<file path="src/hdl/cpri_hdr_pkg.sv">
// CPRI uplink header definitions
// Field types, the packed header view and the uplink filter constants
`default_nettype none

package cpri_hdr_pkg;

    typedef logic [63:0] word_t;
    typedef logic [3:0]  pkg_type_t;
    typedef logic [6:0]  slot_idx_t;
    typedef logic [3:0]  symb_idx_t;
    typedef logic [7:0]  prb_idx_t;

    // Header word, MSB first; reserved and antenna bits are not used
    typedef struct packed {
        logic [23:0] rsvd_hi;
        pkg_type_t   pkg_type;
        prb_idx_t    prb0;
        prb_idx_t    prb1;
        logic        rsvd_mid;
        slot_idx_t   slot;
        symb_idx_t   symb;
        logic [7:0]  rsvd_lo;
    } cpri_hdr_t;

    // Uplink shared channel packets
    localparam pkg_type_t PUSCH_PKG_TYPE = 4'd8;

    // Uplink slots are 4, 9, 14 ... 79
    localparam slot_idx_t UL_SLOT_PERIOD = 7'd5;
    localparam slot_idx_t UL_SLOT_PHASE  = 7'd4;
    localparam slot_idx_t UL_SLOT_COUNT  = 7'd80;

    // PRB range of the packet that opens a symbol block
    localparam prb_idx_t SOP_PRB0 = 8'd0;
    localparam prb_idx_t SOP_PRB1 = 8'd4;

endpackage

`default_nettype wire

</file>
<file path="src/hdl/cpri_buf_pkg.sv">
// Receive buffer definitions
// Block, chip and bank sizes plus the structs between filter, writer and banks
`default_nettype none

package cpri_buf_pkg;

    //--------------------------------------------------
    // Sizes
    //--------------------------------------------------
    // One symbol block is 33 chips of 96 words
    localparam int BLOCK_WORDS = 3168;
    localparam int CHIP_WORDS  = 96;

    // Block words whose upper halves carry the FFT AGC pair
    localparam int AGC_EVEN_ADDR = 4;
    localparam int AGC_ODD_ADDR  = 1636;

    localparam int NUM_BANKS = 2;

    //--------------------------------------------------
    // Types
    //--------------------------------------------------
    typedef logic [11:0] blk_addr_t;
    typedef logic [6:0]  chip_addr_t;
    typedef logic [0:0]  bank_sel_t;

    // Odd half in 63:32, even half in 31:0
    typedef logic [63:0] agc_t;

    typedef struct packed {
        logic                en;
        bank_sel_t           bank;
        blk_addr_t           addr;
        cpri_hdr_pkg::word_t data;
    } wr_req_t;

    typedef struct packed {
        logic                valid;
        logic                start;
        cpri_hdr_pkg::word_t data;
    } pay_t;

endpackage

`default_nettype wire

</file>
<file path="src/hdl/cpri_blk_writer.sv">
// Symbol block writer
// Claims a bank on the block start word, addresses 3168 payload words
// into it and captures the FFT AGC pair on the way
`timescale 1ns/10ps
`default_nettype none

module cpri_blk_writer (
    input  wire                    i_clk,
    input  wire                    cpri_reset,
    input  cpri_buf_pkg::pay_t     i_pay,
    input  wire                    i_wr_free,
    input  cpri_buf_pkg::bank_sel_t i_wr_bank,
    output cpri_buf_pkg::wr_req_t  o_wr,
    output logic                   o_blk_done,
    output cpri_buf_pkg::agc_t     o_agc
);

    localparam cpri_buf_pkg::blk_addr_t LAST_ADDR =
        cpri_buf_pkg::blk_addr_t'(cpri_buf_pkg::BLOCK_WORDS - 1);

    typedef enum logic [1:0] {
        ST_IDLE,
        ST_WRITING,
        ST_DROPPING
    } wr_state_t;

    wr_state_t               state;
    cpri_buf_pkg::blk_addr_t wr_cnt;
    logic                    wr_en;
    logic                    wr_last;
    cpri_buf_pkg::bank_sel_t wr_bank;
    cpri_buf_pkg::blk_addr_t wr_addr;
    cpri_hdr_pkg::word_t     wr_data;
    logic [31:0]             agc_even;
    logic [31:0]             agc_odd;

    //--------------------------------------------------
    // Block FSM
    //--------------------------------------------------
    always_ff @(posedge i_clk) begin
        if (cpri_reset) begin
            state      <= ST_IDLE;
            wr_cnt     <= '0;
            wr_en      <= 1'b0;
            wr_last    <= 1'b0;
            o_blk_done <= 1'b0;
        end else begin
            wr_en      <= 1'b0;
            wr_last    <= 1'b0;
            o_blk_done <= wr_last;
            case (state)
                ST_IDLE, ST_DROPPING: begin
                    // Bank state only matters at a block start
                    if (i_pay.valid && i_pay.start) begin
                        if (i_wr_free) begin
                            wr_en  <= 1'b1;
                            wr_cnt <= cpri_buf_pkg::blk_addr_t'(1);
                            state  <= ST_WRITING;
                        end else begin
                            state <= ST_DROPPING;
                        end
                    end
                end
                ST_WRITING: begin
                    if (i_pay.valid) begin
                        wr_en  <= 1'b1;
                        wr_cnt <= wr_cnt + 1'b1;
                        if (wr_cnt == LAST_ADDR) begin
                            wr_last <= 1'b1;
                            wr_cnt  <= '0;
                            state   <= ST_IDLE;
                        end
                    end
                end
                default: state <= ST_IDLE;
            endcase
        end
    end

    // Start word always lands on address 0
    always_ff @(posedge i_clk) begin
        wr_bank <= i_wr_bank;
        wr_addr <= (state == ST_WRITING) ? wr_cnt : '0;
        wr_data <= i_pay.data;
    end

    assign o_wr = '{en: wr_en, bank: wr_bank, addr: wr_addr, data: wr_data};

    //--------------------------------------------------
    // FFT AGC capture
    //--------------------------------------------------
    always_ff @(posedge i_clk) begin
        if (wr_en && wr_addr == cpri_buf_pkg::blk_addr_t'(cpri_buf_pkg::AGC_EVEN_ADDR)) begin
            agc_even <= wr_data[63:32];
        end
        if (wr_en && wr_addr == cpri_buf_pkg::blk_addr_t'(cpri_buf_pkg::AGC_ODD_ADDR)) begin
            agc_odd <= wr_data[63:32];
        end
    end

    assign o_agc = {agc_odd, agc_even};

    a_addr_in_block: assert property (@(posedge i_clk) disable iff (cpri_reset)
        wr_en |-> wr_addr <= LAST_ADDR);

endmodule

`default_nettype wire

</file>
<file path="config.mk">
export PLATFORM = sky130hd
export DESIGN_NAME = cpri_blk_writer
export DESIGN_NICKNAME = d
export VERILOG_FILES = /design/src/hdl/cpri_hdr_pkg.sv /design/src/hdl/cpri_buf_pkg.sv /design/src/hdl/cpri_blk_writer.sv
export SDC_FILE = /design/constraint.sdc
export NUM_CORES = 1
export LEC_CHECK = 0
export BUFFER_PORTS_ARGS = -buffer_cell sky130_fd_sc_hd__buf_2
export CORE_MARGIN = 5
export CORE_UTILIZATION = 45
export DETAILED_ROUTE_END_ITERATION = 10
export PLACE_DENSITY = 0.78
export SYNTH_ARGS = -nofsm -noshare
export SYNTH_HDL_FRONTEND = slang
export SYNTH_SLANG_ARGS = --single-unit
</file>
<file path="constraint.sdc">
create_clock -name i_clk -period 3.95 [get_ports i_clk]
set_clock_uncertainty 0.2 [all_clocks]
set_input_delay 0.395 -clock i_clk [delete_from_list [all_inputs] [get_ports i_clk]]
set_output_delay 0.395 -clock i_clk [all_outputs]
set_load 0.02 [all_outputs]
</file>
==> out/qor.csv, run 1 <==
metric,value,unit
status,finished clean,
yosysSeqAreaShare,85.75,%
insertion_delay,0.52,ns
avgSynthCellArea,17.26,sq um
synth_fp_nets,328,
final_common_cell,buf_2,
h-tree-depth,4,
fin_tns_setup,0,ns
initial_core_util,45.80,%
final_net_count,619,
netlist_area,0.004436,sq mm
ys_ff_latch,158,
worst_pin_slew,0.9496,ns
rsz0062_at_grt,false,
antenna_found_initial,0,
p_int,0.002725,W
dp.cells,596,
routedWlPerCell,17.49,um
die_y,109.3,um
io_pins,213,
synth_edf_count,64,
cp.arrival,2.22,ns
irDropWorstVdd,0.3566,mV
powerDensity,504.8,mW/mm^2
final_cells,694,
r2r-end,agc_even[17],
n_antenna_cell,0,
synth_area_leader_cell,edfxtp_1,
cts_made_buffers,17,
power.share.clock,43.8,%
port_buffers,212,
fmax,0.4389,GHz
holdWs,0.04087,ns
core-area,0.009684,sq mm
final_layout_size_suffix_gt1_share,44.39,%
gp_congestion,0.8735,
hpwl,7620,um
placed_area,0.005629,sq mm
via_count,3187,
mostFrequentLayoutCells,"buf_2 (212), dfxtp_1 (94), dlygate4sd3_1 (66), edfxtp_1 (64), clkbuf_16 (18)",
min_path_type,input pin to flip-flop,
timing.final.crit_period,2.278,ns
drtPass1Iterations,4,
synth_cells,257,
cts_tree,built,
grt_pass1_vias,3413,
grtUsageTotal,20.62,%
hold_viol_final,0,
worst-endpoint-required,3.89,ns
grt_first_pass_wirelength,18100,um
synth_top_area_share,43.33,%
design_area,0.006853,sq mm
async_flop_share,0,%
dr.first_iter.drc_count,177,
syn_to_final_growth,54.50,%
clk_pin_slew,0.06,ns
clock-root-buffer,clkbuf_8,
yosys_warnings,0,
cts_sinks,158,
cellLeakagePower,2.928,nW
sw_frac_of_total,21.24,%
r2r_setup_slack,1.67,ns
drv_slew,0,
grt_max_degree,33,
ys_top_cells_by_area,"edfxtp_1 (43%), dfxtp_1 (42%), nor2_1 (1.4%)",
reg2reg_from,wr_addr[4],
die_x,109.3,um
cts_buffer_depth,2,
yosys_most_used_dff,dfxtp_1,
gr-total-overflow,0,
routed_via_density,4.592,
postRouteWirelength,12140,um
setup_viol,0,
critPathKind,flip-flop to flip-flop,
drcViolationCount,0,
path_max_fanout,32,
p_sw,0.0007346,W
startpoint_type,flip-flop,
rows,36,
dieArea,0.01194,sq mm
p_seq_share,50.8,%
r2r_cells,3,
min_to,state[1],
pwr-share-comb,5.5,%
timing.final.crit_share,57.68,%
relSlewSlack,36.54,%
holdPathStages,3,
synth_cell_types,39,
maxCapViolCount,0,
end_kind,flip-flop,
min_from,i_wr_free,
antenna_left,0,
worst max-delay path, stage by stage, from the launching register on:
cell      delay (ns)
dfxtp_1         0.31
nor4b_1         0.30
nand4b_1        0.27
nor2_4          0.81
timing repair:
item,4_1_cts,5_1_grt
hold endpoints to repair,69,0
setup buffers,0,0
resized for setup,0,0
hold buffers,66,0
metal layers:
layer / part of all wire [%] / global-route usage (%) / vias up
li1: - / - / 1508
met2: 53 / 37.02 / 170
met3: 8.7 / 8.467 / 20
met4: 1.5 / 6.768 / 0
met1: 37 / 21.91 / 1489
met5: 0 / 0 / -
cells in the mapped netlist (all sizes together) (2+ instances only):
cell type and number:
nor2b 2, or4 2, nor2 16, and2 9
nand2 6, a31oi 2, edfxtp 64, xnor2 6
or4b 2, a21oi 6, nand4 3, nand3 5
a211oi 4, nor3 3, clkbuf 2, dfxtp 94
and3 2, nand3b 3, nand4b 4, buf 4
inv 4, and4bb 2
cell type report:
| cell class | instances | area [sq um] |
|---|---|---|
| fillers | 611 | 2831 |
| clock inverters | 8 | 50.05 |
| clock buffers | 24 | 513.0 |
| multi-input cells | 89 | 583.1 |
| repair buffers | 278 | 1722 |
| well taps | 133 | 166.4 |
| flip-flops and latches | 158 | 3804 |
| inverters | 4 | 15.01 |
metrics by stage:
| step | power, W | utilization, % | worst slack, ns |
|---|---|---|---|
| floorplan | 0.001846 | - | 1.068 |
| global placement | 0.001919 | 58.13 | 1.665 |
| detailed placement | 0.001924 | 58.13 | 1.625 |
| CTS | 0.003474 | 70.76 | 1.633 |
| global route | 0.003591 | 70.76 | 1.526 |
| finish | 0.003460 | 70.76 | 1.672 |
how the worst max path moves through the flow:
| stage | depth (start not counted) | end | start | slack, ns |
|---|---|---|---|---|
| 2_1_floorplan | 2 | agc_even[0] | wr_addr[5] | 1.07 |
| 4_1_cts | 3 | agc_even[20] | wr_addr[4] | 1.63 |
| 3_3_place_gp | 3 | agc_even[10] | wr_addr[4] | 1.66 |
| 3_5_place_dp | 3 | agc_even[1] | wr_addr[4] | 1.63 |
| 5_1_grt | 3 | agc_even[30] | wr_addr[4] | 1.53 |
| 6_report | 3 | agc_even[17] | wr_addr[4] | 1.67 |
cells by family after synthesis:
| logic type | Yosys count | share of synthesized area, % |
|---|---|---|
| flip-flops | 158 | 85.75 |
| AND/OR/NAND/NOR | 63 | 8.491 |
| AO/OA/AOI/OAI | 19 | 2.849 |
| buffers and inverters | 10 | 1.438 |
| XOR/XNOR | 6 | 1.185 |
| adder cells (fa/ha/maj) | 1 | 0.2820 |
state kept, by name, indices dropped and copies added, names as in the netlist:
name / count
wr_addr: 12
wr_en: 1
wr_last: 1
o_blk_done: 1
agc_odd: 32
wr_bank: 1
state: 2
wr_data: 64
agc_even: 32
wr_cnt: 12
power by group through the flow:
stage | logic [W] | registers (W) | clock network, W
2_1_floorplan | 0.0000167 | 0.00183 | 0
3_3_place_gp | 0.000132 | 0.00179 | 0
3_5_place_dp | 0.000134 | 0.00179 | 0
4_1_cts | 0.000186 | 0.00176 | 0.00153
5_1_grt | 0.000200 | 0.00176 | 0.00163
6_report | 0.000189 | 0.00176 | 0.00152
Power figures use the tool's default switching activity.
==> run 2: changes to the inputs <==
--- a/config.mk
+++ b/config.mk
@@ -5,11 +5,12 @@
 export SDC_FILE = /design/constraint.sdc
 export NUM_CORES = 1
 export LEC_CHECK = 0
+export ABC_AREA = 1
 export BUFFER_PORTS_ARGS = -buffer_cell sky130_fd_sc_hd__buf_2
 export CORE_MARGIN = 5
-export CORE_UTILIZATION = 45
+export CORE_UTILIZATION = 41
 export DETAILED_ROUTE_END_ITERATION = 10
-export PLACE_DENSITY = 0.78
+export PLACE_DENSITY = 0.75
 export SYNTH_ARGS = -nofsm -noshare
 export SYNTH_HDL_FRONTEND = slang
 export SYNTH_SLANG_ARGS = --single-unit
==> constraint.sdc (replaced) <==
create_clock -name i_clk -period 2 [get_ports i_clk]
set_clock_uncertainty 0.2 [all_clocks]
set_input_delay 0.2 -clock i_clk [delete_from_list [all_inputs] [get_ports i_clk]]
set_output_delay 0.2 -clock i_clk [all_outputs]
set_load 0.02 [all_outputs]
==> run 2 against run 1 <==
Clock power rose by 99%. Combinational power grew 110%. Register-to-register slack lost 1.3 ns. Global-route usage shrank 2.2 points. Final area rose by 2.7%. Routed wire length decreased by 1.3%. Die area grew 10%.
==> out/qor.csv, run 2 <==
metric,value,unit,change
critPathTopFamily,simple AND/OR/NAND/NOR gates,,
via_count,3405,,+6.8%
clock-root-buffer,clkbuf_8,,
synth_commonest_cells,"dfxtp_1 (94), edfxtp_1 (64), nor2_1 (41)",,
setup_viol,0,,unchanged
grt_first_pass_wirelength,18120,um,+0.12%
n_antenna_cell,0,,unchanged
avgSynthCellArea,14.73,sq um,-15%
postRouteWirelength,11990,um,-1.3%
n_fill_cell,750,,+23%
p_sw,0.001475,W,+100%
core-area,0.01079,sq mm,+11%
reg_top3,"wr_data x64, agc_even x32, agc_odd x32",,
path_cells,ha_1 -> nand2_1 -> nor2_4 -> nand3_2 -> nand2_2 -> nand2_2 -> nand2_2 -> nor2_1,,
timing.final.crit_period,1.645,ns,-0.6335 ns
startpoint_type,flip-flop,,
syn_to_final_growth,56.16,%,
synth_cell_types,25,,-36%
top_register,wr_data,,
worst_path_most_repeated_cell,nand2_2,,
sw_frac_of_total,21.41,%,+0.18 points
hold_viol_final,0,,unchanged
crit_buf_inv,0,,unchanged
initial_core_util,41.76,%,-4.0 points
routed_via_density,4.498,,-2.1%
p_int,0.005415,W,+99%
status,finished clean,,
synth_top_area_share,42.64,%,-0.69 points
synth.most_common_cell,dfxtp_1,,
synth_area_leader_cell,edfxtp_1,,
relSlewSlack,71.85,%,+35 points
cts_made_buffers,17,,unchanged
worst-endpoint-required,2.22,ns,-1.67 ns
antenna_left,0,,unchanged
place_ws,0.3431,ns,-1.282 ns
hpwl,7825,um,+2.7%
cpPeakStageDelay,0.37,ns,-0.44 ns
cts_buffer_depth,2,,unchanged
critPathKind,flip-flop to flip-flop,,
holdWs,0.1020,ns,+0.06110 ns
min_path_type,input pin to flip-flop,,
cp.arrival,1.87,ns,-0.35 ns
grtUsageTotal,18.38,%,-2.2 points
path_max_fanout,5,,-84%
die_y,114.8,um,+5.1%
rows,38,,+5.6%
cts_sinks,158,,unchanged
power.share.clock,43.9,%,about the same
ys_ff_latch,158,,unchanged
synth_edf_count,64,,unchanged
worst_pin_slew,0.4207,ns,-0.5289 ns
synth_fp_nets,377,,+15%
antenna_found_initial,0,,unchanged
io_pins,213,,unchanged
slowest_stage,dfxtp_1,,
gp_congestion,0.8015,,-8.2%
largest_reg_flops,64,,unchanged
end_kind,flip-flop,,
dr.first_iter.drc_count,176,,-0.56%
cts_tree,built,,
rsz0062_at_grt,false,,
netlist_area,0.004507,sq mm,+1.6%
final_layout_size_suffix_gt1_share,41.98,%,-2.4 points
timing.final.crit_share,82.24,%,+25 points
routedWlPerCell,15.83,um,-9.5%
grt_pass1_vias,3535,,+3.6%
cts_setup_buffers,0,,unchanged
final_net_count,675,,+9.0%
irDropWorstVdd,0.8118,mV,+130%
port_buffers,212,,unchanged
ys_top_cells_by_area,"edfxtp_1 (43%), dfxtp_1 (42%), nor2_1 (3.4%)",,
insertion_delay,0.53,ns,about the same
powerDensity,979.0,mW/mm^2,+94%
drtPass1Iterations,6,,+2
cellLeakagePower,3.037,nW,+3.7%
yosysSeqAreaShare,84.40,%,-1.4 points
synth_cells,306,,+19%
yosys_warnings,0,,unchanged
final_common_cell,buf_2,,
dieArea,0.01319,sq mm,+10%
p_seq_share,50.3,%,-0.5 points
fmax,0.6080,GHz,+39%
grt_max_degree,33,,unchanged
gr-total-overflow,0,,unchanged
drcViolationCount,0,,unchanged
mostFrequentLayoutCells,"buf_2 (212), dfxtp_1 (90), dlygate4sd3_1 (69), edfxtp_1 (64), nor2_1 (40)",,
pwr-share-comb,5.8,%,+0.3 points
maxCapViolCount,0,,unchanged
die_x,114.8,um,+5.1%
drv_slew,0,,unchanged
yosys_most_used_dff,dfxtp_1,,
h-tree-depth,4,,unchanged
clk_pin_slew,0.06,ns,about the same
final.setup.worst_slack,0.3552,ns,-1.317 ns
async_flop_share,0,%,unchanged
==> run 2: cell types whose count changed in the layout (fill, tap and decap cells not counted), sizes merged, moves of 5 or more <==
cell / before / now
nor2: 16 / 43
xnor2: 6 / 0
o21ai: 1 / 6
nor3: 3 / 8
and2: 9 / 0
nand3: 5 / 12
inv: 7 / 27
nand2: 6 / 30
==> run 2: stage by stage <==
stage                     total power (W)  setup TNS [ns]  cell area, sq um  util (%)  cells
after global placement           0.003815               0              5783     53.58    656
final                            0.006890               0              7038     65.21    757
after floorplan                  0.003666          -3.099              4533         -    306
after global routing             0.007156               0              7038     65.21    757
after CTS                        0.006940               0              7038     65.21    757
after detailed placement         0.003823               0              5783     53.58    656
==> run 2: worst paths after layout <==
kind	startpoint	end	slack [ns]	depth (start not counted)
setup / recovery	wr_cnt[1]	wr_cnt[3]	0.36	8
hold / removal	i_pay[16]	wr_data[16]	0.10	2
setup reg to reg	wr_cnt[1]	wr_cnt[3]	0.36	8
hold reg to reg	wr_last	o_blk_done	0.21	2
==> run 2: area by class of cell <==
cell class,count,area (sq um),area share (%)
repair buffers,284,1799,25.56
well taps,140,175.2,2.489
flip-flops and latches,158,3811,54.15
multi-input cells,117,590.6,8.391
clock inverters,8,82.58,1.173
inverters,26,97.59,1.387
clock buffers,24,481.7,6.844
==> run 2: repair_timing <==
action / in CTS / in global routing
hold endpoints to repair: 82 / 0
resized for setup: 0 / 0
hold buffers: 69 / 0
==> run 2: power groups by stage <==
| stage | clock network [W] | registers [W] | logic (W) |
|---|---|---|---|
| 2_1_floorplan | 0 | 0.00361 | 0.0000539 |
| 3_3_place_gp | 0 | 0.00353 | 0.000286 |
| 3_5_place_dp | 0 | 0.00353 | 0.000290 |
| 4_1_cts | 0.00308 | 0.00346 | 0.000395 |
| 5_1_grt | 0.00326 | 0.00347 | 0.000427 |
| 6_report | 0.00302 | 0.00346 | 0.000401 |
==> run 2: worst register-to-register path, cell delays in order, from the launching register on <==
cell and delay [ns]:
dfxtp_1 0.37, ha_1 0.18, nand2_1 0.14, nor2_4 0.14, nand3_2 0.14, nand2_2 0.12, nand2_2 0.07, nand2_2 0.12
nor2_1 0.06
==> run 2: kinds of logic after synthesis <==
logic type                 share of synthesized area [%]
DFF                                                84.40
xor gates and xnor gates                          0.5831
AOI/OAI and AO/OA                                  1.360
adders and majority gates                         0.2776
buffers and inverters                              2.915
and+or+nand+nor                                    10.47
==> run 2: layer usage <==
layer / GRT usage, % / wire length [um]
met5: 0 / 0
met4: 7.825 / 227
met3: 6.263 / 1159
met2: 33.53 / 6363
met1: 19.15 / 4235
