===== src/hdl/cpri_hdr_pkg.sv =====
// CPRI uplink header definitions
// Field types, the packed header view and the uplink filter constants
`default_nettype none

package cpri_hdr_pkg;

    typedef logic [63:0] word_t;
    typedef logic [3:0]  pkg_type_t;
    typedef logic [6:0]  slot_idx_t;
    typedef logic [3:0]  symb_idx_t;
    typedef logic [7:0]  prb_idx_t;

    // Header word, MSB first; reserved and antenna bits are not used
    typedef struct packed {
        logic [23:0] rsvd_hi;
        pkg_type_t   pkg_type;
        prb_idx_t    prb0;
        prb_idx_t    prb1;
        logic        rsvd_mid;
        slot_idx_t   slot;
        symb_idx_t   symb;
        logic [7:0]  rsvd_lo;
    } cpri_hdr_t;

    // Uplink shared channel packets
    localparam pkg_type_t PUSCH_PKG_TYPE = 4'd8;

    // Uplink slots are 4, 9, 14 ... 79
    localparam slot_idx_t UL_SLOT_PERIOD = 7'd5;
    localparam slot_idx_t UL_SLOT_PHASE  = 7'd4;
    localparam slot_idx_t UL_SLOT_COUNT  = 7'd80;

    // PRB range of the packet that opens a symbol block
    localparam prb_idx_t SOP_PRB0 = 8'd0;
    localparam prb_idx_t SOP_PRB1 = 8'd4;

endpackage

`default_nettype wire


===== src/hdl/cpri_buf_pkg.sv =====
// Receive buffer definitions
// Block, chip and bank sizes plus the structs between filter, writer and banks
`default_nettype none

package cpri_buf_pkg;

    //--------------------------------------------------
    // Sizes
    //--------------------------------------------------
    // One symbol block is 33 chips of 96 words
    localparam int BLOCK_WORDS = 3168;
    localparam int CHIP_WORDS  = 96;

    // Block words whose upper halves carry the FFT AGC pair
    localparam int AGC_EVEN_ADDR = 4;
    localparam int AGC_ODD_ADDR  = 1636;

    localparam int NUM_BANKS = 2;

    //--------------------------------------------------
    // Types
    //--------------------------------------------------
    typedef logic [11:0] blk_addr_t;
    typedef logic [6:0]  chip_addr_t;
    typedef logic [0:0]  bank_sel_t;

    // Odd half in 63:32, even half in 31:0
    typedef logic [63:0] agc_t;

    typedef struct packed {
        logic                en;
        bank_sel_t           bank;
        blk_addr_t           addr;
        cpri_hdr_pkg::word_t data;
    } wr_req_t;

    typedef struct packed {
        logic                valid;
        logic                start;
        cpri_hdr_pkg::word_t data;
    } pay_t;

endpackage

`default_nettype wire


===== src/hdl/cpri_hdr_filter.sv =====
// CPRI header filter
// Captures the header of each valid run, keeps uplink shared channel
// packets and forwards their payload with a block start flag
`timescale 1ns/10ps
`default_nettype none

module cpri_hdr_filter (
    input  wire                 i_clk,
    input  wire                 cpri_reset,
    input  cpri_hdr_pkg::word_t i_rx_data,
    input  wire                 i_rvalid,
    input  wire                 i_enable,
    output cpri_buf_pkg::pay_t  o_pay
);

    logic                    rvalid_d;
    logic                    rvalid_d2;
    logic                    first_word;
    logic                    first_pay;
    cpri_hdr_pkg::cpri_hdr_t hdr;
    logic                    pusch_pkt;
    logic                    slot_ok;
    logic                    sop_hdr;
    logic                    keep;
    logic                    pay_vld;
    logic                    pay_start;
    cpri_hdr_pkg::word_t     pay_data;

    //--------------------------------------------------
    // Run tracking and header capture
    //--------------------------------------------------
    assign first_word = i_rvalid & ~rvalid_d;
    // Second word of a run
    assign first_pay  = i_rvalid & rvalid_d & ~rvalid_d2;

    always_ff @(posedge i_clk) begin
        if (cpri_reset) begin
            rvalid_d  <= 1'b0;
            rvalid_d2 <= 1'b0;
        end else begin
            rvalid_d  <= i_rvalid;
            rvalid_d2 <= rvalid_d;
        end
    end

    always_ff @(posedge i_clk) begin
        if (first_word) begin
            hdr <= cpri_hdr_pkg::cpri_hdr_t'(i_rx_data);
        end
    end

    //--------------------------------------------------
    // Keep/drop decision
    //--------------------------------------------------
    assign pusch_pkt = (hdr.pkg_type == cpri_hdr_pkg::PUSCH_PKG_TYPE);
    assign slot_ok   = ((hdr.slot % cpri_hdr_pkg::UL_SLOT_PERIOD) == cpri_hdr_pkg::UL_SLOT_PHASE)
                    && (hdr.slot < cpri_hdr_pkg::UL_SLOT_COUNT);
    assign keep      = pusch_pkt & slot_ok;
    assign sop_hdr   = (hdr.symb == '0) && (hdr.prb0 == cpri_hdr_pkg::SOP_PRB0)
                    && (hdr.prb1 == cpri_hdr_pkg::SOP_PRB1);

    // Payload leaves one cycle behind the input
    always_ff @(posedge i_clk) begin
        if (cpri_reset) begin
            pay_vld   <= 1'b0;
            pay_start <= 1'b0;
        end else begin
            pay_vld   <= i_rvalid & rvalid_d & keep;
            pay_start <= first_pay & keep & sop_hdr & i_enable;
        end
    end

    always_ff @(posedge i_clk) begin
        pay_data <= i_rx_data;
    end

    assign o_pay = '{valid: pay_vld, start: pay_start, data: pay_data};

    // Payload of a run only starts two cycles after its header word
    a_pay_after_hdr: assert property (@(posedge i_clk) disable iff (cpri_reset)
        $rose(pay_vld) |-> $past(first_word, 2));

endmodule

`default_nettype wire


===== config.mk =====
export PLATFORM = sky130hd
export DESIGN_NAME = cpri_hdr_filter
export DESIGN_NICKNAME = d
export VERILOG_FILES = /design/src/hdl/cpri_hdr_pkg.sv /design/src/hdl/cpri_buf_pkg.sv /design/src/hdl/cpri_hdr_filter.sv
export SDC_FILE = /design/constraint.sdc
export NUM_CORES = 1
export LEC_CHECK = 0
export BUFFER_PORTS_ARGS = -buffer_cell sky130_fd_sc_hd__buf_2
export CORE_ASPECT_RATIO = 1.2
export CORE_MARGIN = 4
export CORE_UTILIZATION = 45
export DETAILED_ROUTE_END_ITERATION = 12
export PLACE_DENSITY = 0.75
export SYNTH_ARGS = -nofsm -noshare
export SYNTH_HDL_FRONTEND = slang
export SYNTH_SLANG_ARGS = --single-unit

===== constraint.sdc =====
create_clock -name i_clk -period 2.9 [get_ports i_clk]
set_clock_uncertainty 0.15 [all_clocks]
set_input_delay 0.58 -clock i_clk [delete_from_list [all_inputs] [get_ports i_clk]]
set_output_delay 0.58 -clock i_clk [all_outputs]
set_load 0.01 [all_outputs]

==> results of run 1 <==
## worst reg2reg max path: cells and delay by family, from the launching register on
family,cells,cell delay [ns]
DFF,1,0.65
and+or+nand+nor,3,0.73
AOI/OAI and AO/OA,3,0.57
## logic make-up after synthesis
logic type      Yosys count
compound gates           15
buf+inv                   7
flops                    99
simple gates             36
mux                       2
xor+xnor                  2
## layout by cell type, fill, tap and decap left out, types with 3 or more instances in the layout
cell	instances
buf_2	133
nor3b_1	3
clkbuf_8	9
nor2b_1	6
nor4_1	4
dfxtp_1	68
nor4b_1	4
edfxtp_1	31
## metal layers
| metal | vias to the layer above | GRT usage, % | share of wire, % |
|---|---|---|---|
| li1 | 867 | - | - |
| met2 | 86 | 25.9 | 49 |
| met1 | 820 | 14.3 | 34 |
| met3 | 14 | 9.98 | 13 |
| met4 | 2 | 9.74 | 3.0 |
| met5 | - | 0 | 0.23 |
## Yosys cell counts (all sizes together), types with 3 or more instances
| cell type | instances | share of area (%) |
|---|---|---|
| edfxtp | 31 | 34 |
| nor4 | 4 | 0.90 |
| nor4b | 5 | 2.1 |
| nor3b | 3 | 0.81 |
| nor2b | 7 | 1.6 |
| buf | 6 | 1.6 |
| dfxtp | 68 | 49 |
## power groups by stage
stage | sequential (mW) | combinational (mW) | clock (mW)
final | 1.53 | 0.174 | 0.845
after global routing | 1.54 | 0.191 | 0.918
after CTS | 1.53 | 0.178 | 0.862
after detailed placement | 1.56 | 0.177 | 0
after global placement | 1.56 | 0.174 | 0
after floorplan | 1.58 | 0.0475 | 0
## flip-flops by register name, summed over array words and instances, names as in the netlist
signal,flops
rvalid_d,1
rvalid_d2,1
pay_start,1
pay_data,64
hdr,31
pay_vld,1
## worst max path at each step
stage,start,endpoint,depth (start not counted)
6_report,hdr[17]$_DFFE_PP_,pay_start$_SDFF_PP0_,6
5_1_grt,hdr[17]$_DFFE_PP_,pay_start$_SDFF_PP0_,6
4_1_cts,hdr[17]$_DFFE_PP_,pay_start$_SDFF_PP0_,6
3_5_place_dp,hdr[17]$_DFFE_PP_,pay_start$_SDFF_PP0_,6
3_3_place_gp,hdr[14]$_DFFE_PP_,pay_start$_SDFF_PP0_,6
2_1_floorplan,i_rvalid,hdr[10]$_DFFE_PP_,1
## area by class of cell
type / instances / share of cell area, %
Multi-Input combinational cell: 55 / 11.8
Sequential cell: 99 / 61.7
Tap cell: 82 / 2.76
Inverter: 1 / 0.101
Clock inverter: 5 / 1.11
Clock buffer: 11 / 4.11
Timing Repair Buffer: 134 / 18.5
## through the flow
stage | cells | instance area, um^2 | hold slack [ns]
2_1_floorplan | 161 | 2770 | 0.308
4_1_cts | 387 | 3710 | 0.147
6_report | 387 | 3710 | 0.164
3_5_place_dp | 371 | 3520 | 0.341
5_1_grt | 387 | 3710 | 0.136
3_3_place_gp | 371 | 3520 | 0.331
==> reports/results.tsv, run 1 <==
metric	value	unit
area_growth	33.9	%
pwr-share-seq	60.0	%
cp_slowest_cell	edfxtp_1	
die_area	7490	um^2
wire_per_inst	14.6	um
critPathRequiredTime	3.02	ns
start_util	46.1	%
diodes	0	
drt_wl_total	5660	um
fin_util	61.8	%
cts_buffers	9	
powerDensity	687	nW/um^2
status	completed	
endpoint_kind	register	
synth_cell_types	36	
drt_iter0_drc	104	
crit_type	register to register	
worstSetupStartpointType	register	
critical_path_buf_inv_count	0	
firstDrtPassIters	4	
p_int	1.97	mW
setup_violations	0	
synthMuxAreaShare	0.722	%
syn_area_per_cell	17.2	um^2
cts_root_buf	clkbuf_8	
fillers	453	
cts_resized	0	
max_freq	456	MHz
cts_max_level	3	
grt_pass1_vias	1800	
drive_gt1_share	50.8	%
p_total	2.55	mW
synth-xor-area-share	0.902	%
multiInputGateArea	437	um^2
clk_latency	0.36	ns
ys_warn_count	0	
clk_path_buf_depth	2	
power.switching	0.583	mW
cts_tree	yes	
drv_slew	0	
clk_pin_slew	0.10	ns
post_cts_buffers	0	
crit_chain	nor3b_1 -> a221oi_1 -> a31oi_1 -> or3b_1 -> o211ai_2 -> nor4b_4	
slowest_delay	0.65	ns
arrival	2.31	ns
grt_overflow	0	
p_sw_share	22.9	%
antenna_left	0	
clkPwrFrac	33.1	%
io_buffers	133	
gp_congestion	0.720	
die_w	79.7	um
antenna_found_initial	1	
synthSimpleGateAreaFrac	9.38	%
worstPathMaxFanout	15	
min_period	2.19	ns
cts_hold_buf	0	
ys_seq_elements	99	
reg2regPathDepth	6	
vias	1789	
synth_edf_count	31	
rows	31	
dp_hpwl	4400	um
crit_family	simple AND/OR/NAND/NOR gates	
final.setup.worst_slack	0.705	ns
die_y	94.0	um
pwr-share-comb	6.8	%
fin_nets	368	
async_reset_ff_share	0	%
drcViolationCount	0	
synth_area	2770	um^2
worst_r2r_startpoint	hdr[17]$_DFFE_PP_	
grt_pass1_wl	8450	um
synth_fp_nets	229	
synth_flop_cell	dfxtp_1	
min_path_cells	1	
hold_viol	0	
preCtsSetupSlack	0.769	ns
worstHoldStart	i_rx_data[57]	
tightest_slew	0.677	ns
grt_setup_unrepaired	false	
slew_headroom	54.7	%
syn_inst	161	
synth_top_family_by_area	simple AND/OR/NAND/NOR gates	
grt_use_total	15.7	%
finalCritPeriodShare	75.7	%
synth-compound-area-share	4.65	%
hold_path.class	input port to register	
ys_seq_area_share	82.6	%
holdPathEnd	pay_data[57]$_DFF_P_	
grt_max_degree	21	
vias_per_cell	4.62	
r2r_end	pay_start$_SDFF_PP0_	
cts_sinks	99	
ir_drop	0.000520	V
seq_area	2290	um^2
io_pins	134	
leakagePower	1.63	nW
final.setup.tns	0	ns
reg2reg_slack	0.71	ns
coreArea	6010	um^2
cap_violations	0	
synth_adder_area_share	0	%
Note: power is estimated with default switching activity, not from simulation.
==> run 2: changes to the inputs <==
CORE_UTILIZATION = 40   (was 45)
PLACE_DENSITY = 0.71   (was 0.75)
clock period = 1.84 ns   (was 2.9 ns; I/O delays follow)
==> run 2 against run 1 <==
  * The run now ends with setup timing left
  * Non-clock buffer count rose by 83
  * Routed wire length rose by 36%
  * Cell area rose by 22%
  * Critical endpoint unchanged
==> reports/results.tsv, run 2 (synthesis gave the netlist of run 1 again) <==
metric	value	unit	change
final_common_cell	buf_2		
p_total	4.13	mW	+62%
gp_congestion	0.828		+15%
worstPathMaxFanout	5		-10
cts_max_level	3		unchanged
crit_type	register to register		
fin_nets	451		+23%
drv_slew	0		unchanged
rows	33		+6.5%
dp_hpwl	4420	um	+0.40%
clk_pin_slew	0.09	ns	about the same
coreArea	6770	um^2	+13%
cts_tree	yes		
grt_pass1_vias	2406		+34%
multiInputGateArea	488	um^2	+12%
worstSetupStartpointType	register		
tightest_slew	0.386	ns	-0.290 ns
diodes	0		unchanged
fin_util	67.1	%	+5.3 points
setup_violations	2		+2
status	complete, but fails checks		
cts_sinks	99		unchanged
cts_root_buf	clkbuf_8		
min_period	2.04	ns	-0.159 ns
regMostFlops	pay_data		
cap_violations	0		unchanged
ir_drop	0.000807	V	+55%
drive_gt1_share	46.6	%	-4.2 points
io_buffers	133		unchanged
grt_max_degree	19		-9.5%
antenna_left	0		unchanged
drt_wl_total	7720	um	+36%
clk_latency	0.36	ns	about the same
reg_top3	pay_data: 64 flops, hdr: 31 flops		
area_growth	63.8	%	
finalCritPeriodShare	111	%	+35 points
arrival	2.16	ns	-0.15 ns
largest_reg_flops	64		unchanged
clk_path_buf_depth	2		unchanged
max_freq	491	MHz	+7.8%
hold_viol	0		unchanged
endpoint_kind	register		
final.setup.worst_slack	-0.196	ns	-0.901 ns
die_area	8340	um^2	+11%
wire_per_inst	16.2	um	+11%
hold_path.class	input port to register		
place_area	3630	um^2	+3.2%
vias_per_cell	4.44		-3.9%
leakagePower	1.99	nW	+22%
final_cell_mix	buf_2, dfxtp_1, dlygate4sd3_1		
drt_iter0_drc	41		-61%
grt_overflow	0		unchanged
io_pins	134		unchanged
fillers	481		+6.2%
slew_headroom	73.9	%	+19 points
die_w	84.0	um	+5.5%
violations	setup timing		
grt_setup_unrepaired	true		
antenna_found_initial	0		-1
cts_buffers	9		unchanged
grt_use_total	18.7	%	+3.0 points
critPathRequiredTime	1.96	ns	-1.06 ns
drcViolationCount	0		unchanged
die_y	99.2	um	+5.6%
start_util	41.0	%	-5.2 points
powerDensity	909	nW/um^2	+32%
vias	2111		+18%
grt_pass1_wl	11800	um	+40%
seq_area	2290	um^2	unchanged
firstDrtPassIters	4		unchanged
fin_area	4540	um^2	+22%
preCtsSetupSlack	-0.255	ns	-1.02 ns
==> run 2: final cells by class <==
class,instances,share of cell area (%)
inverter,1,0.0826
timing repair buffer,217,32.3
tap,87,2.40
sequential,99,50.5
clock inverter,7,1.29
clock buffer,9,2.73
multi-input combinational,55,10.7
==> run 2: metrics by stage <==
stage | setup TNS [ns] | instances | hold slack [ns]
6_report | -0.320 | 475 | 0.0988
5_1_grt | -0.520 | 475 | 0.101
4_1_cts | -0.323 | 475 | 0.0817
3_5_place_dp | -0.427 | 391 | 0.322
3_3_place_gp | -0.314 | 391 | 0.320
2_1_floorplan | -0.0363 | 161 | 0.246
==> run 2: worst paths after layout <==
kind | from | slack [ns] | end | cells after the start
worst min-delay path | cpri_reset | 0.1 | pay_vld$_SDFF_PP0_ | 2
worst max register to register | hdr[16]$_DFFE_PP_ | -0.20 | pay_start$_SDFF_PP0_ | 6
worst max-delay path | hdr[16]$_DFFE_PP_ | -0.20 | pay_start$_SDFF_PP0_ | 6
worst min register to register | rvalid_d$_SDFF_PP0_ | 0.37 | rvalid_d2$_SDFF_PP0_ | 1
==> run 2: repair_timing <==
| action | in CTS | in global routing |
|---|---|---|
| setup endpoints to repair | 2 | 2 |
| resized for setup | 2 | 9 |
| setup buffers | 4 | 0 |
| hold endpoints to repair | 64 | 0 |
| gates cloned | 0 | 0 |
| hold buffers | 64 | 0 |
| pin swaps | 1 | 0 |
==> run 2: where the power goes <==
group	leakage (nW)	switching (mW)	internal, mW
combinational	1.03	0.190	0.254
clock	0.0936	0.759	0.513
sequential	0.870	0.0431	2.37
total	1.99	0.992	3.14
==> run 2: layer usage <==
layer | part of all wire [%] | vias to the layer above | GRT usage [%]
li1 | - | 1034 | -
met1 | 35 | 972 | 17.7
met2 | 54 | 92 | 34.7
met3 | 9.0 | 13 | 8.20
met4 | 2.0 | 0 | 7.92
met5 | 0 | - | 0
==> run 2: worst max-delay path, stage by stage (launching register included) <==
cell and delay, ns:
edfxtp_1 0.48, nor3b_1 0.20, a221oi_1 0.29, a31oi_1 0.10, or3b_1 0.37, o211ai_2 0.17, nor4b_4 0.20
==> run 3: changes to the inputs <==
SKIP_CTS_REPAIR_TIMING = 1   (was not set)
==> run 3 against run 2 <==
  * The flow still finishes with violations (setup timing)
  * Sequential cell count is the same
  * Die area did not move
  * First-iteration DRC count down 4.9%
  * Core utilization grew 0.092 points
  * Non-clock buffer count is 1 higher
  * Power is 0.28% lower
  * Hold slack better by 0.0082 ns
  * Critical endpoint unchanged
==> reports/results.tsv, run 3 (synthesis gave the netlist of run 1 again) <==
metric	value	unit	change
vias	2130		+0.90%
worstHoldStart	cpri_reset		
reg2reg_slack	-0.28	ns	-0.08 ns
worst_r2r_startpoint	hdr[16]$_DFFE_PP_		
worstPathMaxFanout	5		unchanged
tightest_slew	0.386	ns	-0.000790 ns
final_cell_mix	buf_2, dfxtp_1, dlygate4sd3_1		
drt_wl_total	7530	um	-2.5%
place_area	3630	um^2	unchanged
wire_per_inst	15.8	um	-2.9%
worstSetupStartpointType	register		
start_util	41.0	%	unchanged
pwr-share-comb	10.7	%	about the same
grt_setup_unrepaired	true		
cts_max_level	3		unchanged
drive_gt1_share	46.8	%	+0.14 points
powerDensity	905	nW/um^2	-0.41%
pwr-share-seq	58.5	%	about the same
grt_pass1_wl	8570	um	-27%
drt_iter0_drc	39		-4.9%
p_sw_share	23.8	%	-0.18 points
drv_slew	0		unchanged
status	complete, but fails checks		
die_area	8340	um^2	unchanged
grt_overflow	0		unchanged
io_pins	134		unchanged
die_y	99.2	um	unchanged
io_buffers	133		unchanged
cts_tree	yes		
power.switching	0.982	mW	-1.0%
grt_max_degree	19		unchanged
coreArea	6770	um^2	unchanged
p_total	4.12	mW	-0.28%
gp_congestion	0.828		unchanged
clk_path_buf_depth	2		unchanged
rows	33		unchanged
hold_viol	0		unchanged
firstDrtPassIters	4		unchanged
die_w	84.0	um	unchanged
setup_violations	2		unchanged
arrival	2.23	ns	+0.07 ns
largest_reg_flops	64		unchanged
crit_type	register to register		
dp_hpwl	4420	um	unchanged
endpoint_kind	register		
ir_drop	0.000844	V	+4.7%
regMostFlops	pay_data		
met3_usage	6.96	%	-1.2 points
grt_pass1_vias	1877		-22%
antenna_found_initial	1		+1
violations	setup timing		
min_period	2.12	ns	+0.0825 ns
fillers	496		+3.1%
leakagePower	2.01	nW	+0.59%
critPathRequiredTime	1.96	ns	about the same
slew_headroom	74.0	%	about the same
final.setup.tns	-0.474	ns	-0.155 ns
area_growth	64.0	%	
max_freq	472	MHz	-3.9%
fin_nets	452		+0.22%
final_common_cell	buf_2		
p_int	3.14	mW	about the same
reg_top3	pay_data: 64 flops, hdr: 31 flops		
finalCritPeriodShare	115	%	+4.5 points
hold_path.class	input port to register		
cts_buffers	9		unchanged
fin_area	4550	um^2	+0.14%
final.setup.worst_slack	-0.278	ns	-0.0825 ns
clkPwrFrac	30.8	%	about the same
drcViolationCount	0		unchanged
grt_util_met2	24.4	%	-10 points
grt-busiest-layer	met2		
grt_use_total	13.6	%	-5.1 points
cp-startpoint	hdr[16]$_DFFE_PP_		
vias_per_cell	4.47		+0.48%
clk_latency	0.35	ns	about the same
global_route.usage.met1	12.6	%	-5.2 points
cts_root_buf	clkbuf_8		
clk_pin_slew	0.09	ns	about the same
cap_violations	0		unchanged
antenna_left	0		unchanged
cts_sinks	99		unchanged
==> run 3: cell types whose count changed in the layout (fill, tap and decap cells not counted) <==
cell / change
o21ai_0: +1
nor4b_2: +1
buf_4: +1
xnor2_2: +1
o21ai_1: -1
dlymetal6s2s_1: +1
nor4b_1: -1
buf_6: -1
xnor2_4: -1
diode_2: +1
==> run 3: power groups by stage <==
stage	combinational, mW	sequential [mW]	clock (mW)
floorplan	0.0792	2.49	0
global placement	0.303	2.45	0
detailed placement	0.309	2.46	0
CTS	0.310	2.41	1.30
global route	0.476	2.42	1.39
finish	0.441	2.41	1.27
==> run 3: routing by layer <==
layer | up-vias | wire [um]
met5 | - | 0
met4 | 0 | 266
met3 | 21 | 737
met2 | 89 | 3960
met1 | 984 | 2560
li1 | 1036 | -
==> run 3: through the flow <==
| stage | utilization (%) | setup WS, ns | cells | hold slack, ns |
|---|---|---|---|---|
| final | 67.2 | -0.278 | 477 | 0.107 |
| after CTS | 56.4 | -0.273 | 407 | -0.0680 |
| after floorplan | - | -0.0363 | 161 | 0.246 |
| after global routing | 67.2 | -0.394 | 477 | 0.103 |
| after detailed placement | 53.7 | -0.255 | 391 | 0.322 |
| after global placement | 53.7 | -0.194 | 391 | 0.320 |
==> run 3: cell type report <==
cell class / instances / area [um^2] / share of cell area, %
inverters: 1 / 3.75 / 0.0825
multi-input cells: 55 / 483 / 10.6
repair buffers: 218 / 1480 / 32.5
well taps: 87 / 109 / 2.39
clock buffers: 9 / 124 / 2.72
diodes: 1 / 2.50 / 0.0550
clock inverters: 7 / 58.8 / 1.29
flip-flops and latches: 99 / 2290 / 50.4
==> run 3: worst paths after layout <==
check,to,cells after the start
min reg2reg,rvalid_d2$_SDFF_PP0_,1
max reg2reg,pay_start$_SDFF_PP0_,7
min,pay_vld$_SDFF_PP0_,2
max,pay_start$_SDFF_PP0_,7
==> run 3: worst max-delay path: stages, from the launching register on <==
cell      delay, ns
edfxtp_1       0.41
buf_6          0.15
nor3b_1        0.15
a221oi_1       0.34
a31oi_1        0.10
or3b_1         0.37
o211ai_2       0.16
nor4b_4        0.20
