### src/hdl/cpri_hdr_pkg.sv
// CPRI uplink header definitions
// Field types, the packed header view and the uplink filter constants
`default_nettype none

package cpri_hdr_pkg;

    typedef logic [63:0] word_t;
    typedef logic [3:0]  pkg_type_t;
    typedef logic [6:0]  slot_idx_t;
    typedef logic [3:0]  symb_idx_t;
    typedef logic [7:0]  prb_idx_t;

    // Header word, MSB first; reserved and antenna bits are not used
    typedef struct packed {
        logic [23:0] rsvd_hi;
        pkg_type_t   pkg_type;
        prb_idx_t    prb0;
        prb_idx_t    prb1;
        logic        rsvd_mid;
        slot_idx_t   slot;
        symb_idx_t   symb;
        logic [7:0]  rsvd_lo;
    } cpri_hdr_t;

    // Uplink shared channel packets
    localparam pkg_type_t PUSCH_PKG_TYPE = 4'd8;

    // Uplink slots are 4, 9, 14 ... 79
    localparam slot_idx_t UL_SLOT_PERIOD = 7'd5;
    localparam slot_idx_t UL_SLOT_PHASE  = 7'd4;
    localparam slot_idx_t UL_SLOT_COUNT  = 7'd80;

    // PRB range of the packet that opens a symbol block
    localparam prb_idx_t SOP_PRB0 = 8'd0;
    localparam prb_idx_t SOP_PRB1 = 8'd4;

endpackage

`default_nettype wire

### src/hdl/cpri_buf_pkg.sv
// Receive buffer definitions
// Block, chip and bank sizes plus the structs between filter, writer and banks
`default_nettype none

package cpri_buf_pkg;

    //--------------------------------------------------
    // Sizes
    //--------------------------------------------------
    // One symbol block is 33 chips of 96 words
    localparam int BLOCK_WORDS = 3168;
    localparam int CHIP_WORDS  = 96;

    // Block words whose upper halves carry the FFT AGC pair
    localparam int AGC_EVEN_ADDR = 4;
    localparam int AGC_ODD_ADDR  = 1636;

    localparam int NUM_BANKS = 2;

    //--------------------------------------------------
    // Types
    //--------------------------------------------------
    typedef logic [11:0] blk_addr_t;
    typedef logic [6:0]  chip_addr_t;
    typedef logic [0:0]  bank_sel_t;

    // Odd half in 63:32, even half in 31:0
    typedef logic [63:0] agc_t;

    typedef struct packed {
        logic                en;
        bank_sel_t           bank;
        blk_addr_t           addr;
        cpri_hdr_pkg::word_t data;
    } wr_req_t;

    typedef struct packed {
        logic                valid;
        logic                start;
        cpri_hdr_pkg::word_t data;
    } pay_t;

endpackage

`default_nettype wire

### src/hdl/cpri_chip_reader.sv
// Chip reader
// Drains a full bank as 33 chips of 96 words with chip address,
// chip last and end-of-symbol tags aligned to the RAM data
`timescale 1ns/10ps
`default_nettype none

module cpri_chip_reader (
    input  wire                      i_clk,
    input  wire                      cpri_reset,
    input  wire                      i_rd_en,
    input  wire                      i_rready,
    input  wire                      i_rd_ready,
    input  cpri_hdr_pkg::word_t      i_rd_data,
    input  cpri_buf_pkg::agc_t       i_rd_agc,
    output cpri_buf_pkg::blk_addr_t  o_rd_addr,
    output logic                     o_rd_done,
    output cpri_hdr_pkg::word_t      o_tx_data,
    output cpri_buf_pkg::chip_addr_t o_tx_addr,
    output logic                     o_tx_last,
    output logic                     o_symb_eop,
    output logic                     o_tvalid,
    output cpri_buf_pkg::agc_t       o_fft_agc
);

    localparam cpri_buf_pkg::blk_addr_t BLK_LAST =
        cpri_buf_pkg::blk_addr_t'(cpri_buf_pkg::BLOCK_WORDS - 1);
    localparam cpri_buf_pkg::chip_addr_t CHIP_LAST =
        cpri_buf_pkg::chip_addr_t'(cpri_buf_pkg::CHIP_WORDS - 1);

    typedef struct packed {
        logic                     valid;
        cpri_buf_pkg::chip_addr_t addr;
        logic                     last;
        logic                     eop;
    } tag_t;

    logic                     fetch;
    cpri_buf_pkg::blk_addr_t  rd_addr;
    cpri_buf_pkg::chip_addr_t chip_cnt;
    tag_t                     tag_s1;
    tag_t                     tag_s2;
    cpri_buf_pkg::agc_t       agc_s1;

    //--------------------------------------------------
    // Fetch addressing
    //--------------------------------------------------
    assign fetch     = i_rd_ready & i_rd_en & i_rready;
    assign o_rd_addr = rd_addr;
    assign o_rd_done = fetch && (rd_addr == BLK_LAST);

    always_ff @(posedge i_clk) begin
        if (cpri_reset) begin
            rd_addr  <= '0;
            chip_cnt <= '0;
        end else if (fetch) begin
            rd_addr  <= (rd_addr == BLK_LAST) ? '0 : rd_addr + 1'b1;
            chip_cnt <= (chip_cnt == CHIP_LAST) ? '0 : chip_cnt + 1'b1;
        end
    end

    //--------------------------------------------------
    // Tag pipeline matched to the RAM latency
    //--------------------------------------------------
    always_ff @(posedge i_clk) begin
        if (cpri_reset) begin
            tag_s1 <= '0;
            tag_s2 <= '0;
        end else begin
            tag_s1 <= '{valid: fetch,
                        addr:  chip_cnt,
                        last:  fetch && (chip_cnt == CHIP_LAST),
                        eop:   o_rd_done};
            tag_s2 <= tag_s1;
        end
    end

    // AGC travels with the fetched word since the bank switches after the last one
    always_ff @(posedge i_clk) begin
        agc_s1    <= i_rd_agc;
        o_fft_agc <= agc_s1;
        o_tx_data <= i_rd_data;
    end

    assign o_tvalid   = tag_s2.valid;
    assign o_tx_addr  = tag_s2.addr;
    assign o_tx_last  = tag_s2.last;
    assign o_symb_eop = tag_s2.eop;

    // Chip counter stays in step with the block address
    a_chip_in_step: assert property (@(posedge i_clk) disable iff (cpri_reset)
        fetch |-> chip_cnt == cpri_buf_pkg::chip_addr_t'(rd_addr % cpri_buf_pkg::CHIP_WORDS));

endmodule

`default_nettype wire

### config.mk
export PLATFORM = sky130hd
export DESIGN_NAME = cpri_chip_reader
export DESIGN_NICKNAME = d
export VERILOG_FILES = /design/src/hdl/cpri_hdr_pkg.sv /design/src/hdl/cpri_buf_pkg.sv /design/src/hdl/cpri_chip_reader.sv
export SDC_FILE = /design/constraint.sdc
export NUM_CORES = 1
export LEC_CHECK = 0
export ABC_AREA = 1
export BUFFER_PORTS_ARGS = -buffer_cell sky130_fd_sc_hd__buf_2
export CAP_MARGIN = 20
export CORE_MARGIN = 4
export CORE_UTILIZATION = 43
export CTS_CLUSTER_SIZE = 10
export DETAILED_ROUTE_END_ITERATION = 16
export GPL_ROUTABILITY_DRIVEN = 0
export HOLD_SLACK_MARGIN = 0.05
export PLACE_DENSITY = 0.75
export REMOVE_ABC_BUFFERS = 1
export SKIP_LAST_GASP = 1
export SYNTH_ARGS = -nofsm -noshare
export SYNTH_HDL_FRONTEND = slang
export SYNTH_SLANG_ARGS = --single-unit
### constraint.sdc
create_clock -name i_clk -period 1.55 [get_ports i_clk]
set_input_delay 0.2325 -clock i_clk [delete_from_list [all_inputs] [get_ports i_clk]]
set_output_delay 0.2325 -clock i_clk [all_outputs]
set_load 0.005 [all_outputs]
==> impl_metrics.ini, run 1 <==
[global_routing]
grtUsageTotal = 0.240
grt_pass1_wl_um = 26900
use_met1 = 0.237
grt_pass1_vias = 4919
top_usage_layer = met2
grt_use_met2 = 0.452
grt_max_degree = 14
grt_antenna_before_repair = 0
met3_usage = 0.0773
grt_overflow = 0

[timing]
setup_ws_ps = -144
hold_viol = 0
timing.max_slew.rel_slack = 0.746
fin_worst_skew_ps = 6.75
maxSlewViolCount = 0
setup_viol = 1
max_freq_mhz = 590
period_share = 1.09
layout_min_cycle_time_ps = 1690
rsz0062_at_grt = yes
hold_slack_ps = 77.2
worst_pin_slew_ps = 377

[job]
drv_cap = 0

[critical_path]
endpoint_kind = primary output
slowest_stage = dfxtp_2
crit_path_cell_trace = ha_4 > nand2_4 > nor2_4 > nand4_1 > inv_2 > buf_6
critical_path_class = register to primary output
worstPathMaxFanout = 2
timing.reg2reg.setup_slack_ps = 60
cpPeakStageDelay_ps = 350
cp.arrival_ps = 1460
rr_worst_depth = 6
worstSetupStartpoint = o_rd_addr[0]
cp-start-kind = register
r2r-end = chip_cnt[5]
rr_startpoint = chip_cnt[0]
cp.required_ps = 1320
endpoint = o_rd_done

[pwr]
vdd_ir_drop_max_mv = 0.882
p_leak_nw = 4.35
power_density_nw_per_um2 = 1350

[drt]
drc_errors = 0
drt_iter0_drc = 265
ant_nets = 0
detailroute.via_count = 4449
dr.pass1.iters = 4
vias_per_cell = 4.42
wl_um = 17700
wl_per_cell_um = 17.6

[final_layout]
fill_cells = 765
fin_nets = 972
drive_above_1_share = 0.408
mostFrequentLayoutCell = buf_2
diodes = 0
final_area_sq_um = 9100
final_cell_mix = buf_2, dfxtp_1, dlygate4sd3_1
area_growth_pct = 69.0

[clock_tree]
clk_pin_slew_ps = 50
cts_tree = done
cts_root_buf = clkbuf_16
clock_sinks = 231
htreeDepth = 1
clk_path_buf_depth = 3
clk_latency_ps = 500
cts_buffers = 27

[place]
port_buffers = 283
hpwl_um = 10200
placed_area_sq_um = 7040

[run_status]
status = finished, violations left
violations = negative setup slack

[synth]
yosysSeqAreaShare = 0.858
synth_top_cells_by_area = dfxtp_1, nor2_1, inv_1, nand2_1, nand3_1
synth_top_cell_by_area = dfxtp_1
postSynthCellCount = 390
synth.avg_cell_area_sq_um = 13.8
netlist_area_sq_um = 5390
synthDistinctLibCells = 24
yosys.area.top_type_share = 0.858
synth_seq_cells = 231
synth_warnings = 0

[die]
io_pins = 284
die_h_um = 120
start_util = 0.443
core-area_sq_um = 12200
die_w_um = 120
die_area_sq_um = 14400
std_cell_rows = 40

[worst_hold_path]
min-delay-start = cpri_reset
hp-class = input pin to register
-- layer usage --
| metal | vias up | wire length [um] |
|---|---|---|
| li1 | 2089 | - |
| met1 | 2081 | 5900 |
| met2 | 218 | 9540 |
| met3 | 61 | 1440 |
| met4 | 0 | 839 |
| met5 | - | 0 |
-- worst min path at each step --
stage                          endpoint  slack, ps  depth (start not counted)
after global placement    o_fft_agc[62]        310                          0
after CTS                  o_rd_addr[2]         50                          2
final                      o_rd_addr[2]         80                          2
after global routing       o_rd_addr[2]         80                          2
after detailed placement  o_fft_agc[18]        310                          0
after floorplan               agc_s1[0]        260                          0
-- critical path: cells and delay by family, from the launching register on --
family	cells	cell delay [ps]
flip-flops	1	350
AND/OR/NAND/NOR	3	260
buffers and inverters	2	190
adder cells (fa/ha/maj)	1	160
-- synth_stat cells --
library cell / number
inv_1: 34
xor2_1: 6
clkinv_1: 1
nand3_2: 1
nor2_1: 39
buf_6: 1
xnor2_1: 1
and3_1: 1
nand2_1: 30
nand2_2: 1
nor2_4: 1
nor2_2: 2
dfxtp_1: 231
nand4_1: 6
clkbuf_1: 2
ha_1: 2
nor2_8: 1
nor3_1: 2
inv_2: 1
o21ai_0: 6
nand2_4: 2
nor3b_1: 1
nand3_1: 11
a21oi_1: 7
-- kinds of logic after synthesis --
family / share of synthesized area
AOI/OAI and AO/OA: 0.0121
xor gates and xnor gates: 0.0114
adders and majority gates: 0.00464
buffers and inverters: 0.0286
DFF: 0.858
and+or+nand+nor: 0.0850
-- power breakdown --
part,internal (mW),switching (mW),total (mW),leakage [nW]
combinational,0.459,0.273,0.732,2.07
clock,3.12,2.14,5.27,0.350
sequential,6.22,0.0871,6.31,1.94
-- sequential cells by signal (all words and copies together), names as in the netlist --
signal,flops
agc_s1,64
chip_cnt,7
o_fft_agc,64
o_rd_addr,12
o_symb_eop,1
o_tvalid,1
o_tx_addr,7
o_tx_data,64
o_tx_last,1
tag_s1,10
-- area by class of cell --
class | count | area [sq um] | area share
timing repair buffer | 421 | 2780 | 0.305
multi-input combinational | 120 | 637 | 0.0700
clock inverter | 2 | 17.5 | 0.00192
inverter | 36 | 135 | 0.0148
sequential | 231 | 4630 | 0.509
tap | 168 | 210 | 0.0231
clock buffer | 29 | 693 | 0.0762
-- what timing repair did --
item	in CTS	in global routing
cloned	0	0
resized for setup	8	5
hold buffers	128	0
pin swaps	4	3
setup buffers	3	1
hold endpoints to repair	128	0
setup endpoints to repair	1	1
-- stage by stage --
step	std cells	setup slack, ps	power, mW	utilization	setup TNS (ps)
after floorplan	387	230	6.45	-	0
after global placement	844	170	6.82	0.579	0
after detailed placement	844	109	6.84	0.579	0
after CTS	1006	-186	12.3	0.747	-186
after global routing	1007	-240	12.7	0.748	-240
final	1007	-144	12.3	0.748	-144
Power figures use the tool's default switching activity.
==> run 2, diff against run 1 <==
==> constraint.sdc (replaced) <==
create_clock -name i_clk -period 1.7 [get_ports i_clk]
set_input_delay 0.255 -clock i_clk [delete_from_list [all_inputs] [get_ports i_clk]]
set_output_delay 0.255 -clock i_clk [all_outputs]
set_load 0.005 [all_outputs]
==> run 2 against run 1 <==
- register-to-register slack improved by 180 ps
- setup slack improved by 100 ps
- cell count barely moved
- die area did not move
- non-clock buffer count did not move
- worst hold slack improved by 42 ps
- critical path type unchanged
- the flow still finishes with violations (negative setup slack)
- clock skew rose by 0.92 ps
- critical endpoint unchanged
- sequential power fell by 8.9%
- largest cell class unchanged
- first-iteration DRC count fell by 25%
==> impl_metrics.ini, run 2 (same netlist as run 1, synthesis figures left out) <==
[die]
start_util = 0.443
std_cell_rows = 40
io_pins = 284
die_area_sq_um = 14400
die_h_um = 120
core-area_sq_um = 12200
die_w_um = 120

[timing]
worst_pin_slew_ps = 310
hold_slack_ps = 119
fin_worst_skew_ps = 7.67
period_share = 1.02
maxSlewViolCount = 0
hold_viol = 0
rsz0062_at_grt = yes
timing.max_slew.rel_slack = 0.791
setup_ws_ps = -40.5
layout_min_cycle_time_ps = 1740
max_freq_mhz = 575
setup_viol = 1

[drt]
dr.pass1.iters = 4
drc_errors = 0
wl_per_cell_um = 17.1
vias_per_cell = 4.36
wl_um = 17300
detailroute.via_count = 4396
ant_nets = 0
drt_iter0_drc = 198

[final_layout]
regArea_sq_um = 4640
fill_cells = 756
area_growth_pct = 69.2
drive_above_1_share = 0.406
multi_input_area_sq_um = 632
final_area_sq_um = 9110
mostFrequentLayoutCell = buf_2
biggestRegsByFlops = agc_s1: 64 flops, o_fft_agc: 64 flops, o_tx_data: 64 flops
final_cell_mix = buf_2, dfxtp_1, dlygate4sd3_1
fin_nets = 972

[global_routing]
grtUsageTotal = 0.233
grt_pass1_vias = 4658
grt_antenna_before_repair = 1
grt_overflow = 0
grt_max_degree = 15
grt_pass1_wl_um = 26000

[job]
drv_cap = 0

[critical_path]
endpoint_kind = primary output
worstPathMaxFanout = 2
rr_worst_depth = 6
critical_path_class = register to primary output
cp.arrival_ps = 1490
cp.required_ps = 1440
cp-start-kind = register

[clock_tree]
htreeDepth = 1
cts_tree = done
clk_pin_slew_ps = 50
clk_latency_ps = 510
cts_root_buf = clkbuf_16
clock_sinks = 231
cts_buffers = 27
clk_path_buf_depth = 3

[pwr]
vdd_ir_drop_max_mv = 0.811
power_density_nw_per_um2 = 1230
p_leak_nw = 4.34

[worst_hold_path]
hold_depth = 3
hp-class = input pin to register

[run_status]
status = finished, violations left
violations = negative setup slack

[place]
hpwl_um = 10100
port_buffers = 283
placed_area_sq_um = 7030
run 2: changes by cell type in the layout (fill, tap and decap cells not counted):
| cell | previous run | this run |
|---|---|---|
| buf_2 | 282 | 283 |
| buf_4 | 10 | 9 |
| buf_6 | 1 | 0 |
| dfxtp_1 | 226 | 225 |
| dfxtp_2 | 5 | 4 |
| dfxtp_4 | 0 | 2 |
| diode_2 | 0 | 1 |
| dlygate4sd3_1 | 128 | 129 |
| inv_1 | 33 | 34 |
| inv_16 | 0 | 1 |
| inv_2 | 2 | 1 |
| inv_6 | 1 | 0 |
| nand2_2 | 1 | 2 |
| nand2_4 | 3 | 2 |
run 2: path summary, 6_finish.rpt:
path / from / end / slack [ps]
worst max-delay path: o_rd_addr[0] / o_rd_done / -40
worst min-delay path: i_rd_en / tag_s1[9] / 120
worst max register to register: chip_cnt[0] / chip_cnt[5] / 240
worst min register to register: agc_s1[57] / o_fft_agc[57] / 320
run 2: power breakdown:
group / internal (mW) / switching [mW] / total, mW / leakage, nW
Clock: 2.86 / 1.94 / 4.80 / 0.355
Combinational: 0.421 / 0.250 / 0.671 / 2.05
Sequential: 5.67 / 0.0774 / 5.75 / 1.94
Total: 8.95 / 2.27 / 11.2 / 4.34
run 2: layer usage:
metal  track usage  up-vias  wire length, um
met5             0        -                0
met4        0.0573        0              347
met3        0.0575       28             1120
met2         0.452      191             9700
met1         0.250     2096             6120
li1              -     2081                -
run 2: worst max-delay path: stages, from the launching register on:
cell	delay, ps
dfxtp_4	350
ha_4	130
nand2_2	60
nor2_4	80
nand4_1	130
inv_1	100
buf_2	110
run 2: area by class of cell:
cell class | count | share of cell area
multi-input cells | 120 | 0.0693
clock buffers | 29 | 0.0761
flip-flops and latches | 231 | 0.509
repair buffers | 421 | 0.305
diodes | 1 | 0.000275
well taps | 168 | 0.0231
inverters | 36 | 0.0148
clock inverters | 2 | 0.00316
run 2: timing repair:
item                       4_1_cts  5_1_grt
buffers inserted                 5        0
gates resized for setup          9        4
cloned                           0        0
hold endpoints to repair       137        0
setup endpoints to repair        1        1
hold buffers                   129        0
pin swaps                        3        3
run 2: per-stage QoR:
stage	worst slack (ps)	utilization	setup TNS, ps	cells	power (mW)
floorplan	358	-	0	387	5.88
finish	-40.5	0.749	-40.5	1008	11.2
CTS	-78.3	0.749	-78.3	1007	11.2
global placement	208	0.578	0	842	6.21
detailed placement	147	0.578	0	842	6.23
global route	-123	0.749	-123	1008	11.6
==> run 3, diff against run 2 <==
--- a/config.mk
+++ b/config.mk
@@ -9,12 +9,12 @@
 export BUFFER_PORTS_ARGS = -buffer_cell sky130_fd_sc_hd__buf_2
 export CAP_MARGIN = 20
 export CORE_MARGIN = 4
-export CORE_UTILIZATION = 43
+export CORE_UTILIZATION = 39
 export CTS_CLUSTER_SIZE = 10
 export DETAILED_ROUTE_END_ITERATION = 16
 export GPL_ROUTABILITY_DRIVEN = 0
 export HOLD_SLACK_MARGIN = 0.05
-export PLACE_DENSITY = 0.75
+export PLACE_DENSITY = 0.72
 export REMOVE_ABC_BUFFERS = 1
 export SKIP_LAST_GASP = 1
 export SYNTH_ARGS = -nofsm -noshare
==> constraint.sdc (replaced) <==
create_clock -name i_clk -period 1.5 [get_ports i_clk]
set_input_delay 0.225 -clock i_clk [delete_from_list [all_inputs] [get_ports i_clk]]
set_output_delay 0.225 -clock i_clk [all_outputs]
set_load 0.005 [all_outputs]
==> run 3 against run 2 <==
- largest cell class unchanged
- the run still ends with negative setup slack left
- global-route usage is 1.4 points lower
- non-clock buffer count is 10 higher
- combinational power is 14% higher
==> impl_metrics.ini, run 3 (same netlist as run 1, synthesis figures left out) <==
[final_layout]
biggestRegsByFlops = agc_s1: 64 flops, o_fft_agc: 64 flops, o_tx_data: 64 flops
regArea_sq_um = 4630
multi_input_area_sq_um = 642
fill_cells = 883
drive_above_1_share = 0.414
fin_nets = 982
post-route-util = 0.686
final_area_sq_um = 9200
area_growth_pct = 70.7
stdcell_count = 1026
final_cell_mix = buf_2, dfxtp_1, dlygate4sd3_1
mostFrequentLayoutCell = buf_2

[drt]
wl_per_cell_um = 17.3
drt_iter0_drc = 208
vias_per_cell = 4.38
wl_um = 17800
detailroute.via_count = 4498
ant_nets = 0
drc_errors = 0
dr.pass1.iters = 4

[timing]
hold_viol = 0
layout_min_cycle_time_ps = 1770
rsz0062_at_grt = yes
max_freq_mhz = 566
setup_viol = 2
setup_ws_ps = -268
worst_pin_slew_ps = 312
maxSlewViolCount = 0
period_share = 1.18
timing.max_slew.rel_slack = 0.792
fin_worst_skew_ps = 13.7

[pwr]
p_leak_nw = 4.41
vdd_ir_drop_max_mv = 0.960
total_power_mw = 12.7
power_density_nw_per_um2 = 1380

[critical_path]
crit_family = flip-flops
cp.required_ps = 1270
worstPathMaxFanout = 2
endpoint_kind = primary output
cpPeakStageDelay_ps = 360
crit_path_cell_trace = ha_4 > nand2_4 > nor2_4 > nand4_1 > inv_2 > buf_2
slowest_stage = dfxtp_2
cp.arrival_ps = 1540
cp-start-kind = register
path_buf_inv = 2
critical_path_class = register to primary output

[die]
die_area_sq_um = 15800
die_h_um = 126
start_util = 0.402
core-area_sq_um = 13400
std_cell_rows = 42
die_w_um = 126
io_pins = 284

[job]
drv_cap = 0

[clock_tree]
htreeDepth = 1
cts_buffers = 27
clock_sinks = 231
cts_root_buf = clkbuf_16
clk_latency_ps = 520
clk_pin_slew_ps = 60
clk_path_buf_depth = 3
cts_tree = done

[place]
dp_cells = 854
port_buffers = 283
placed_area_sq_um = 7070
place_ws_ps = 62.9
hpwl_um = 10500

[global_routing]
grt_max_degree = 18
grtUsageTotal = 0.218
grt_pass1_wl_um = 26800
grt_overflow = 0
grt_antenna_before_repair = 2
grt_pass1_vias = 4790

[worst_hold_path]
hp-class = input pin to register

[run_status]
violations = negative setup slack
status = finished, violations left
[run 3: cell type report]
type                    instances  area share
diodes                          2    0.000544
clock buffers                  28      0.0739
flip-flops and latches        231       0.504
inverters                      36      0.0147
multi-input cells             120      0.0698
clock inverters                 2     0.00313
well taps                     176      0.0239
repair buffers                431       0.310
[run 3: worst paths after layout]
check               start  slack (ps)  cells past startpoint            end
max          o_rd_addr[0]        -270                      6      o_rd_done
min               i_rd_en         100                      3      tag_s1[9]
max reg2reg  o_rd_addr[1]        -230                     12   o_rd_addr[1]
min reg2reg    agc_s1[10]         320                      0  o_fft_agc[10]
[run 3: tightest hold or removal path, stage by stage]
cell and delay [ps]:
buf_2 100, nand3_2 130, nor2_1 90
[run 3: stage by stage]
| step | TNS [ps] | hold slack [ps] |
|---|---|---|
| finish | -497 | 101 |
| global placement | 0 | 310 |
| global route | -632 | 110 |
| floorplan | 0 | 253 |
| CTS | -486 | 76.7 |
| detailed placement | 0 | 312 |
[run 3: what timing repair did]
item	CTS	global route
hold buffers	129	0
endpoints found under the hold margin	133	0
pin swaps	3	6
setup buffers	9	3
resized for setup	7	9
endpoints found under the setup margin	1	5
[run 3: where the power goes]
group / internal (mW) / switching [mW]
registers: 6.43 / 0.0858
logic: 0.478 / 0.286
clock network: 3.19 / 2.27
total: 10.1 / 2.64
[run 3: layer usage]
metal  track usage  vias up  share of wire
met1         0.221     2124           0.34
met3        0.0567       52          0.070
met4        0.0874        0          0.042
li1              -     2105              -
met5             0        -              0
met2         0.421      217           0.55
